[src/logic/ldst_pkg.sv]
package ldst_pkg;

    // Queue sizing, depth must stay a power of two
    localparam int LDST_DEPTH = 4;
    // Index bits, pointers carry one extra wrap bit on top
    localparam int LDST_PTR_W = 2;

    // Data memory of 32-bit words
    localparam int DMEM_WORDS = 64;
    // Word index width
    localparam int DMEM_ADDR_W = 6;

    // Destination register tag
    localparam int TAG_W = 5;

    // Load and store opcodes
    typedef enum logic [2:0] {
        LB  = 3'd0,
        LH  = 3'd1,
        LW  = 3'd2,
        LBU = 3'd3,
        LHU = 3'd4,
        SB  = 3'd5,
        SH  = 3'd6,
        SW  = 3'd7
    } ldst_op_e;

    // Request as issued by the core
    typedef struct packed {
        ldst_op_e         op;
        logic [31:0]      base;
        // Signed immediate, sign-extended in the address stage
        logic [11:0]      offset;
        logic [31:0]      wdata;
        logic [TAG_W-1:0] tag;
    } ldst_req_t;

    // One queue slot, address already formed
    typedef struct packed {
        ldst_op_e         op;
        logic [31:0]      addr;
        logic [31:0]      wdata;
        logic [TAG_W-1:0] tag;
        logic             misaligned;
    } ldst_entry_t;

    // Record handed back to the core
    typedef struct packed {
        logic [TAG_W-1:0] tag;
        logic [31:0]      data;
        // Set on misaligned access
        logic             exc;
    } ldst_result_t;

    // Stores never return a result unless misaligned
    function automatic logic is_store(ldst_op_e op);
        return (op == SB) || (op == SH) || (op == SW);
    endfunction

endpackage

[src/logic/ldst_agu.sv]
`timescale 1ns/100ps

module ldst_agu
    import ldst_pkg::*;
(
    // Request from the core
    input  ldst_req_t   req_i,
    input  logic        req_valid_i,

    // Entry towards the request queue
    output ldst_entry_t entry_o,
    output logic        entry_valid_o
);

    // Sign-extended immediate
    logic [31:0] offset_ext;
    // Effective byte address
    logic [31:0] eff_addr;
    // Alignment fault on the effective address
    logic        misaligned;

    // Immediate is 12 bits, replicate its sign bit
    assign offset_ext = {{20{req_i.offset[11]}}, req_i.offset};

    assign eff_addr = req_i.base + offset_ext;

    // Alignment depends on access width only
    always_comb begin
        case (req_i.op)
            // Halfwords need an even address
            LH, LHU, SH: begin
                misaligned = eff_addr[0];
            end
            // Words need both low bits clear
            LW, SW: begin
                misaligned = |eff_addr[1:0];
            end
            // Bytes can sit anywhere
            default: begin
                misaligned = 1'b0;
            end
        endcase
    end

    // Pack the queue entry
    always_comb begin
        entry_o            = '0;
        entry_o.op         = req_i.op;
        entry_o.addr       = eff_addr;
        entry_o.wdata      = req_i.wdata;
        entry_o.tag        = req_i.tag;
        entry_o.misaligned = misaligned;
    end

    // Stage is purely combinational, strobe goes along with the entry
    assign entry_valid_o = req_valid_i;

endmodule

[src/logic/ldst_buffer.sv]
`timescale 1ns/100ps

module ldst_buffer
    import ldst_pkg::*;
(
    input  logic        clk_i,
    input  logic        reset_n_i,

    // Enqueue side, valid/ready
    input  ldst_entry_t data_i,
    input  logic        valid_i,
    output logic        ready_o,

    // Dequeue side, valid/yumi
    output logic        valid_o,
    output ldst_entry_t data_o,
    input  logic        yumi_i
);

    // Entry storage
    ldst_entry_t mem_q [LDST_DEPTH];

    // Read and write pointers, top bit marks the wrap
    logic [LDST_PTR_W:0] rd_ptr_q;
    logic [LDST_PTR_W:0] wr_ptr_q;
    logic [LDST_PTR_W:0] rd_ptr_next;
    logic [LDST_PTR_W:0] wr_ptr_next;

    // Status
    logic idx_eq;
    logic wrap_eq;
    logic empty;
    logic full;
    logic enqueue;
    logic dequeue;
    // Exactly one entry held when the next read slot is the write slot
    logic one_left;

    // Next entry to leave, held in a register
    ldst_entry_t head_q;

    assign idx_eq  = rd_ptr_q[LDST_PTR_W-1:0] == wr_ptr_q[LDST_PTR_W-1:0];
    assign wrap_eq = rd_ptr_q[LDST_PTR_W] == wr_ptr_q[LDST_PTR_W];
    assign empty   = idx_eq & wrap_eq;
    assign full    = idx_eq & ~wrap_eq;

    assign ready_o = ~full;
    assign valid_o = ~empty;
    assign data_o  = head_q;

    assign enqueue = valid_i & ready_o;
    assign dequeue = yumi_i & valid_o;

    assign rd_ptr_next = rd_ptr_q + 1'b1;
    assign wr_ptr_next = wr_ptr_q + 1'b1;

    assign one_left = rd_ptr_next[LDST_PTR_W-1:0] == wr_ptr_q[LDST_PTR_W-1:0];

    // Pointer update
    always_ff @(posedge clk_i or negedge reset_n_i) begin
        if (!reset_n_i) begin
            rd_ptr_q <= '0;
            wr_ptr_q <= '0;
        end else begin
            if (enqueue) begin
                wr_ptr_q <= wr_ptr_next;
            end
            if (dequeue) begin
                rd_ptr_q <= rd_ptr_next;
            end
        end
    end

    // Storage write
    always_ff @(posedge clk_i) begin
        if (enqueue) begin
            mem_q[wr_ptr_q[LDST_PTR_W-1:0]] <= data_i;
        end
    end

    // Head register
    always_ff @(posedge clk_i) begin
        case ({enqueue, dequeue})
            // First entry goes straight to the head
            2'b10: begin
                if (empty) begin
                    head_q <= data_i;
                end
            end
            // Pull the following entry forward
            2'b01: begin
                head_q <= mem_q[rd_ptr_next[LDST_PTR_W-1:0]];
            end
            // Incoming entry bypasses storage if it is the only one behind the head
            2'b11: begin
                head_q <= one_left ? data_i : mem_q[rd_ptr_next[LDST_PTR_W-1:0]];
            end
            default: begin
            end
        endcase
    end

endmodule

[src/logic/ldst_mem_ctrl.sv]
`timescale 1ns/100ps

module ldst_mem_ctrl
    import ldst_pkg::*;
(
    input  logic         clk_i,
    input  logic         reset_n_i,

    // Queue head, valid/yumi
    input  ldst_entry_t  head_i,
    input  logic         head_valid_i,
    output logic         head_yumi_o,

    // Result to the core, valid/yumi
    output ldst_result_t result_o,
    output logic         result_valid_o,
    input  logic         result_yumi_i
);

    // Data memory, contents undefined after reset
    logic [31:0] mem_q [DMEM_WORDS];

    // Word index, wraps modulo memory size
    logic [DMEM_ADDR_W-1:0] word_idx;
    // Byte offset inside the word
    logic [1:0]             byte_off;

    logic        head_store;
    logic        store_ok;
    logic        need_result;
    logic        slot_free;

    // Store lanes
    logic [3:0]  wr_mask;
    logic [31:0] wr_data;

    // Load path
    logic [31:0] rd_word;
    logic [31:0] rd_shift;
    logic [31:0] ld_data;

    // Result register
    ldst_result_t result_q;
    logic         result_valid_q;

    assign word_idx = head_i.addr[DMEM_ADDR_W+1:2];
    assign byte_off = head_i.addr[1:0];

    assign head_store  = is_store(head_i.op);
    assign store_ok    = head_store & ~head_i.misaligned;
    // Loads and every faulting access report back
    assign need_result = ~store_ok;
    // Slot is free when empty or drained this cycle
    assign slot_free   = ~result_valid_q | result_yumi_i;

    assign head_yumi_o = head_valid_i & (store_ok | slot_free);

    // Byte mask and lane-replicated store data
    always_comb begin
        case (head_i.op)
            SB: begin
                wr_mask = 4'b0001 << byte_off;
                wr_data = {4{head_i.wdata[7:0]}};
            end
            SH: begin
                wr_mask = 4'b0011 << {byte_off[1], 1'b0};
                wr_data = {2{head_i.wdata[15:0]}};
            end
            default: begin
                wr_mask = 4'b1111;
                wr_data = head_i.wdata;
            end
        endcase
    end

    // Store write, only the masked bytes
    always_ff @(posedge clk_i) begin
        if (head_yumi_o && store_ok) begin
            for (int b = 0; b < 4; b++) begin
                if (wr_mask[b]) begin
                    mem_q[word_idx][8*b +: 8] <= wr_data[8*b +: 8];
                end
            end
        end
    end

    // Load read, move the addressed lane down to bit 0
    assign rd_word  = mem_q[word_idx];
    assign rd_shift = rd_word >> {byte_off, 3'b000};

    // Width select and extension
    always_comb begin
        case (head_i.op)
            LB:      ld_data = {{24{rd_shift[7]}}, rd_shift[7:0]};
            LBU:     ld_data = {24'h0, rd_shift[7:0]};
            LH:      ld_data = {{16{rd_shift[15]}}, rd_shift[15:0]};
            LHU:     ld_data = {16'h0, rd_shift[15:0]};
            default: ld_data = rd_word;
        endcase
    end

    // Result valid flag
    always_ff @(posedge clk_i or negedge reset_n_i) begin
        if (!reset_n_i) begin
            result_valid_q <= 1'b0;
        end else if (head_yumi_o && need_result) begin
            result_valid_q <= 1'b1;
        end else if (result_yumi_i) begin
            result_valid_q <= 1'b0;
        end
    end

    // Result payload, a fault returns zero data
    always_ff @(posedge clk_i) begin
        if (head_yumi_o && need_result) begin
            result_q.tag  <= head_i.tag;
            result_q.data <= head_i.misaligned ? 32'h0 : ld_data;
            result_q.exc  <= head_i.misaligned;
        end
    end

    assign result_o       = result_q;
    assign result_valid_o = result_valid_q;

endmodule

[src/logic/ldst_unit.sv]
`timescale 1ns/100ps

module ldst_unit
    import ldst_pkg::*;
(
    input  logic         clk_i,
    input  logic         reset_n_i,

    // Request from the core
    input  ldst_req_t    req_i,
    input  logic         req_valid_i,
    output logic         req_ready_o,

    // Result to the core
    output ldst_result_t result_o,
    output logic         result_valid_o,
    input  logic         result_yumi_i
);

    // Address stage to queue
    ldst_entry_t agu_entry;
    logic        agu_valid;

    // Queue head to memory stage
    ldst_entry_t head_entry;
    logic        head_valid;
    logic        head_yumi;

    ldst_agu agu_i (
        .req_i         (req_i),
        .req_valid_i   (req_valid_i),
        .entry_o       (agu_entry),
        .entry_valid_o (agu_valid)
    );

    // Queue ready is the unit's ready, address stage adds no delay
    ldst_buffer buffer_i (
        .clk_i     (clk_i),
        .reset_n_i (reset_n_i),
        .data_i    (agu_entry),
        .valid_i   (agu_valid),
        .ready_o   (req_ready_o),
        .valid_o   (head_valid),
        .data_o    (head_entry),
        .yumi_i    (head_yumi)
    );

    ldst_mem_ctrl mem_ctrl_i (
        .clk_i          (clk_i),
        .reset_n_i      (reset_n_i),
        .head_i         (head_entry),
        .head_valid_i   (head_valid),
        .head_yumi_o    (head_yumi),
        .result_o       (result_o),
        .result_valid_o (result_valid_o),
        .result_yumi_i  (result_yumi_i)
    );

endmodule

[config.mk]
export PLATFORM = sky130hd
export DESIGN_NAME = ldst_unit
export DESIGN_NICKNAME = d
export VERILOG_FILES = /design/src/logic/ldst_pkg.sv /design/src/logic/ldst_agu.sv /design/src/logic/ldst_buffer.sv /design/src/logic/ldst_mem_ctrl.sv /design/src/logic/ldst_unit.sv
export SDC_FILE = /design/constraint.sdc
export NUM_CORES = 2
export LEC_CHECK = 0
export BUFFER_PORTS_ARGS = -buffer_cell sky130_fd_sc_hd__buf_2
export CORE_ASPECT_RATIO = 1.1
export CORE_MARGIN = 1
export CORE_UTILIZATION = 40
export DETAILED_ROUTE_END_ITERATION = 12
export PLACE_DENSITY = 0.58
export SKIP_CTS_REPAIR_TIMING = 1
export SYNTH_ARGS = -nofsm -noshare
export SYNTH_HDL_FRONTEND = slang
export SYNTH_SLANG_ARGS = --single-unit
[constraint.sdc]
create_clock -name clk_i -period 6.75 [get_ports clk_i]
set_input_delay 0.3375 -clock clk_i [delete_from_list [all_inputs] [get_ports clk_i]]
set_output_delay 0.3375 -clock clk_i [all_outputs]
set_load 0.02 [all_outputs]
# After elaboration in Yosys (flattened, before gate mapping)
# Memory sizes are Yosys's and may differ from the RTL's. A register that Yosys moved wholly into a read port is not among the register bits.
# Index checks and enable logic that the tools add are counted.
# W data, S select, Z words.
word_totals:
  in_bits: 88
  mem_count: 2
  output_inout_bits: 40
  romBits: 0
  ramBits: 2340
  reg_bits: 94
  latchBits: 0
  word_cells: 86
classes:
  n_mul: 0
  mux: 24
  n_eq_ne: 18
  n_div: 0
  n_shift: 3
  n_addsub: 3
  reduce_logical: 11
  bitwise: 14
  n_lt_le_gt_ge: 0
memory_table:
  columns: ["name", "depth", "width", "read_ports", "rd_clocked_by_memory_dff", "write_ports", "line_no", "source"]
  rows:
  - ["mem_ctrl_i.mem_q", 64, 32, 1, 1, 1, "ldst_mem_ctrl.sv:21", "logic [31:0] mem_q [DMEM_WORDS];"]
  - ["buffer_i.mem_q", 4, 73, 1, 0, 1, "ldst_buffer.sv:21", "ldst_entry_t mem_q [LDST_DEPTH];"]
ops:
  columns: ["cell", "count"]
  rows:
  - ["$pmux W73 S3", 1]
  - ["$mux W73", 2]
  - ["$pmux W32 S4", 1]
  - ["$pmux W32 S2", 1]
  - ["$add A32 B32 Y32", 1]
  - ["$shr A32 B5 Y16", 1]
  - ["$eq A3 B3 Y1 const B", 7]
  - ["$mux W1", 16]
  - ["$pmux W4 S2", 1]
  - ["$add A3 B1 Y3 const B", 2]
  - ["$and A1 B1 Y1", 6]
  - ["$eq A3 B1 Y1 const B", 2]
  - ["$eq A3 B2 Y1 const B", 2]
  - ["$mux W6", 1]
  - ["$not A1 Y1", 6]
  - ["$eq A2 B2 Y1", 2]
  - ["$eq A2 B2 Y1 const B", 2]
  - ["$reduce_or A2 Y1", 2]
  - ["$shl A1 B2 Y4 const A", 1]
  - ["$shl A2 B2 Y4 const A", 1]
  - ["$logic_not A3 Y1", 1]
  - ["$reduce_bool A3 Y1", 1]
  - ["$reduce_or A3 Y1", 1]
  - ["$eq A2 B1 Y1 const B", 1]
  - ["other kinds (8)", 11]

# Depth between registers and ports, before layout
depth:
  word_depth: 11
  depth_mapped: 15
  ltp_nobuf: 11

# Modules after synthesis
# From an unflattened synthesis, not the netlist that was laid out.
hier_totals:
  hier_cells: 5773
  hier_area_um2: 97945.2
by_module_without_submodules:
  columns: ["module", "seq_area_each_um2", "n_inst", "area_each_um2", "cells_each"]
  rows:
  - ["ldst_mem_ctrl", 62665.1, 1, 79571.3, 4518]
  - ["ldst_buffer", 11110.7, 1, 16097.9, 945]
  - ["ldst_agu", 0.0, 1, 2275.9, 310]

# Worst setup path after synthesis
# No wires, ideal clock.
synth_timing:
  path_kind: "register to register"
  startpoint: "reg buffer_i.head_q (netlist bit buffer_i.data_o[6])"
  endpoint: "mem mem_ctrl_i.mem_q[0][24] (data pin)"
  n_path_buf: 0
  t_required_ns: 6.202
  setup_slack_ns: 3.069
  setup_ns: 0.548
  stages_incl_launch_ff: 4
  period_less_slack_ns: 3.681
  t_arrival_ns: 3.133
  path_cell_list: "edfxtp_1 > o22a_1 > o22ai_1 > a21oi_1"
synth_between:
  elab_chain_len: 1
synth_lines:
  columns: ["item", "line_no", "source"]
  rows:
  - ["start, declared", "ldst_buffer.sv:40", "ldst_entry_t head_q;"]
  - ["start signal, assigned", "ldst_buffer.sv:87", "head_q <= data_i;"]
  - ["start signal, assigned", "ldst_buffer.sv:92", "head_q <= mem_q[rd_ptr_next[LDST_PTR_W-1:0]];"]
  - ["start signal, assigned", "ldst_buffer.sv:96", "head_q <= one_left ? data_i : mem_q[rd_ptr_next[LDST_PTR_W-1:0]];"]
  - ["$pmux W32 S2", "ldst_mem_ctrl.sv:60", "case (head_i.op)"]
  - ["net mem_ctrl_i.wr_data[24]", "ldst_mem_ctrl.sv:35", "logic [31:0] wr_data;"]
  - ["end, declared", "ldst_mem_ctrl.sv:21", null]
# The timed path passes the listed nets, and every way through them passes these cells.

==> summary.md <==
| Metric | Value |
|---|---|
| CTS tree | yes |
| Syn. warnings | 0 |
| Largest net degree at the start of global routing | 84 |
| Worst Hold Depth | 3 |
| # DRC | 0 |
| Area occupied by registers | 70310 um^2 |
| Worst-skew pair later-pin latency | 890 ps |
| CP Class | reg2reg |
| DIE HEIGHT | 505.2 um |
| EDFF count, synth | roughly 2300 |
| Crit path DAT | 5390 ps |
| Actual slew at the worst max-slew pin | 1326 ps |
| Share of the synthesized area in the top cell type | 76.03% |
| DP HPWL | 158.3 mm |
| Commonest non-fill, non-tap cell in the layout | edfxtp_1 |
| Rows | around 180 |
| Sequential area share after synthesis | 76.35% |
| Peak supply drop | roughly 1.1 mV |
| Iter 0 DRT Violations | 5487 |
| Total I/O pin count | 128 |
| Die Wd | between 400 and 500 um |
| Nets | 4752 |
| Synth Flop Type | edfxtp_1 |
| Worst setup SP type | flop |
| Multi-input gate area | slightly above 20000 um^2 |
| Fin crit share | just over 70% |
| Initial antenna violation count | 14 |
| Relative max-transition margin | 11.61% |
| Share of layout cells above drive strength 1 | 26.56% |
| Area contributors post-synth | edfxtp_1 (76%), mux4_2 (14%), nor2_1 (1.3%) |
| Vias in the first global route | between 40000 and 50000 |
| Congestion Overflow GR | 0 |
| CP max-delay cell | o31ai_2 |
| Most common cell on crit path | nor3_1 |
| Clock sinks | between 2000 and 2500 |
| Wirelength, routed | about 250 mm |
| GRT Total Usage | 21.65% |
| Place WS | 1957 ps |
| First-pass GRT wire length | approximately 350 mm |
| Cells after synthesis | 4352 |
| Num CTS Buffers | 227 |
| Starting Density | 40.27% |
| Routed Antenna Nets | 0 |
| Family with the most delay on the worst path | compound AO/OA/AOI/OAI gates |
| DRT Pass-1 Iters | 7 |
| Buf/Inv on CP | 1 |
| Slew Limit Fails | 0 |
| Area growth syn-to-layout | 13.49% |
| CP Depth | 9 |
| Port Buffer Count | 99 |
| Register bit total from synthesis | approximately 2300 |
| Filler cell count | roughly 19000 |
| Leakage Power | 32.69 nW |
| Via density | 5.749 |
| RSZ-0062 raised after global routing | false |
| Drt wl/cell | 31.65 um |
| WP data required | 7330 ps |
| Root Driver | clkbuf_16 |
| Max-cap violations | 0 |
| Maximum clock rate | 207.8 MHz |
| CP cell instances | buf_12, mux4_2, nor3_1, o31ai_1, and3_1, nor4_1, nor3_1, o31ai_2, o21ai_0 |
| Syn_area_per_cell | roughly 21 um^2 |
| Skew final | 43.35 ps |
| Setup WS post-layout | a little under 2000 ps |
| Synth Cell Area | 92060 um^2 |
| HP Class | in2reg |
| Final Critical Period | 4813 ps |
| Area of the die | around 230000 um^2 |
| Global placement routability congestion | ~0.9 |
| H-tree lvl count | 4 |
| Setup crit end kind | flop |
| Cell variety after synth | 76 |
| Slowest cell delay on critical path | 1050 ps |
| Clock transition at the registers of the reported paths | 60 ps |
| CP max FO | 55 |
| Post-Route Setup TNS | 0 ps |
| Dominant cell type by area after synthesis | edfxtp_1 |
| R2R cell count | 9 |
| Final setup viols | 0 |
| Cell Pwr Density | 494.3 nW/um^2 |
| Core ar. | 228600 um^2 |
| Status | finished clean |
| Longest Clk Path Bufs | 3 |
| Detailed-route via count | 45680 |
| Most frequent cells in the layout | edfxtp_1 (2331), mux4_2 (574), nor2_1 (309), clkbuf_16 (230), buf_4 (163) |
| Fin. Hold Viols | 0 |
| Syn Nets | 4453 |
| Async SR Flop Fraction | less than 1% |
[report_power, final]
part	internal [mW]	switching [mW]	leakage (nW)
registers	20.2	0.745	21.2
clock network	7.11	5.50	3.60
logic	5.94	12.1	7.89
total	33.3	18.3	32.7
[layer usage]
layer  wire length, um  vias up  track usage [%]
met3             20150      457            5.209
met1             99250    24480            28.63
met4             11380        8            9.778
li1                  -    18770                -
met5                50        -                0
met2            120600     1959            33.95
[tightest hold or removal path: stages]
cell	delay, ps
buf_2	80
ha_1	160
xor2_1	160
[cells by family (layout without fill, tap and decap cells)]
family,count (synthesis),in the layout,share of synthesized area (%)
buf+inv,270,764,1.605
compound gates,327,327,2.430
xor+xnor,16,16,0.1522
simple gates,611,611,2.824
flops,2344,2344,76.35
fa+ha+maj,13,13,0.1848
mux,771,771,16.45
other cells,0,30,0
[cell usage after synthesis, types with 13 or more instances]
library cell	count
buf_2	58
buf_1	25
edfxtp_1	2331
mux2i_1	109
mux4_2	574
nor2_1	309
inv_1	16
mux2_2	79
o22ai_1	62
nor2b_1	13
buf_4	36
nand3_1	34
nand2_1	161
o21ai_0	36
a22oi_1	40
and2_1	17
clkbuf_1	98
a21oi_1	60
a211oi_1	23
buf_6	29
nor3_1	22
[final timing paths]
check,to,slack [ps],from
worst max-delay path,mem_ctrl_i.result_o[20],1940,flop
worst min-delay path,buffer_i.mem_q[3][42],40,req_i[53]
max in group asynchronous,buffer_i.rd_ptr_q[0],6020,reset_n_i
min in group asynchronous,mem_ctrl_i.result_valid_o,420,reset_n_i
worst max register to register,mem_ctrl_i.result_o[20],1940,flop
worst min register to register,mem_ctrl_i.result_o[34],430,buffer_i.data_o[2]
[flip-flops by register name, summed over array words and instances, names as in the netlist, named ones only]
| name | flops |
|---|---|
| mem_ctrl_i.result_valid_o | 1 |
| buffer_i.mem_q | 196 |
| buffer_i.wr_ptr_q | 3 |
| mem_ctrl_i.result_o | 38 |
| buffer_i.rd_ptr_q | 3 |
| buffer_i.data_o | 49 |
| mem_ctrl_i.mem_q | 2048 |
[final cells by class]
cell class                 instances  area share (%)
antenna                           30         0.07185
clock buffer                     292           5.847
clock inverter                   132           1.190
inverter                          21         0.07784
multi-input combinational       1738           19.54
sequential                      2344           67.30
tap                             3069           3.675
timing repair buffer             319           2.297
[metrics by stage]
step                      hold WS (ps)  total power, mW  cell area, um^2  utilization [%]  instances
after floorplan                  41.91            31.94            92060                -       4352
final                            36.57            51.65           104500            45.70       7945
after global placement           187.0            39.10            96590            42.25       7445
after CTS                       -758.6            51.90           103900            45.47       7869
after global routing             49.50            53.20           104400            45.68       7925
after detailed placement         188.0            39.40            96590            42.25       7445
(Power assumes the default switching activity.)
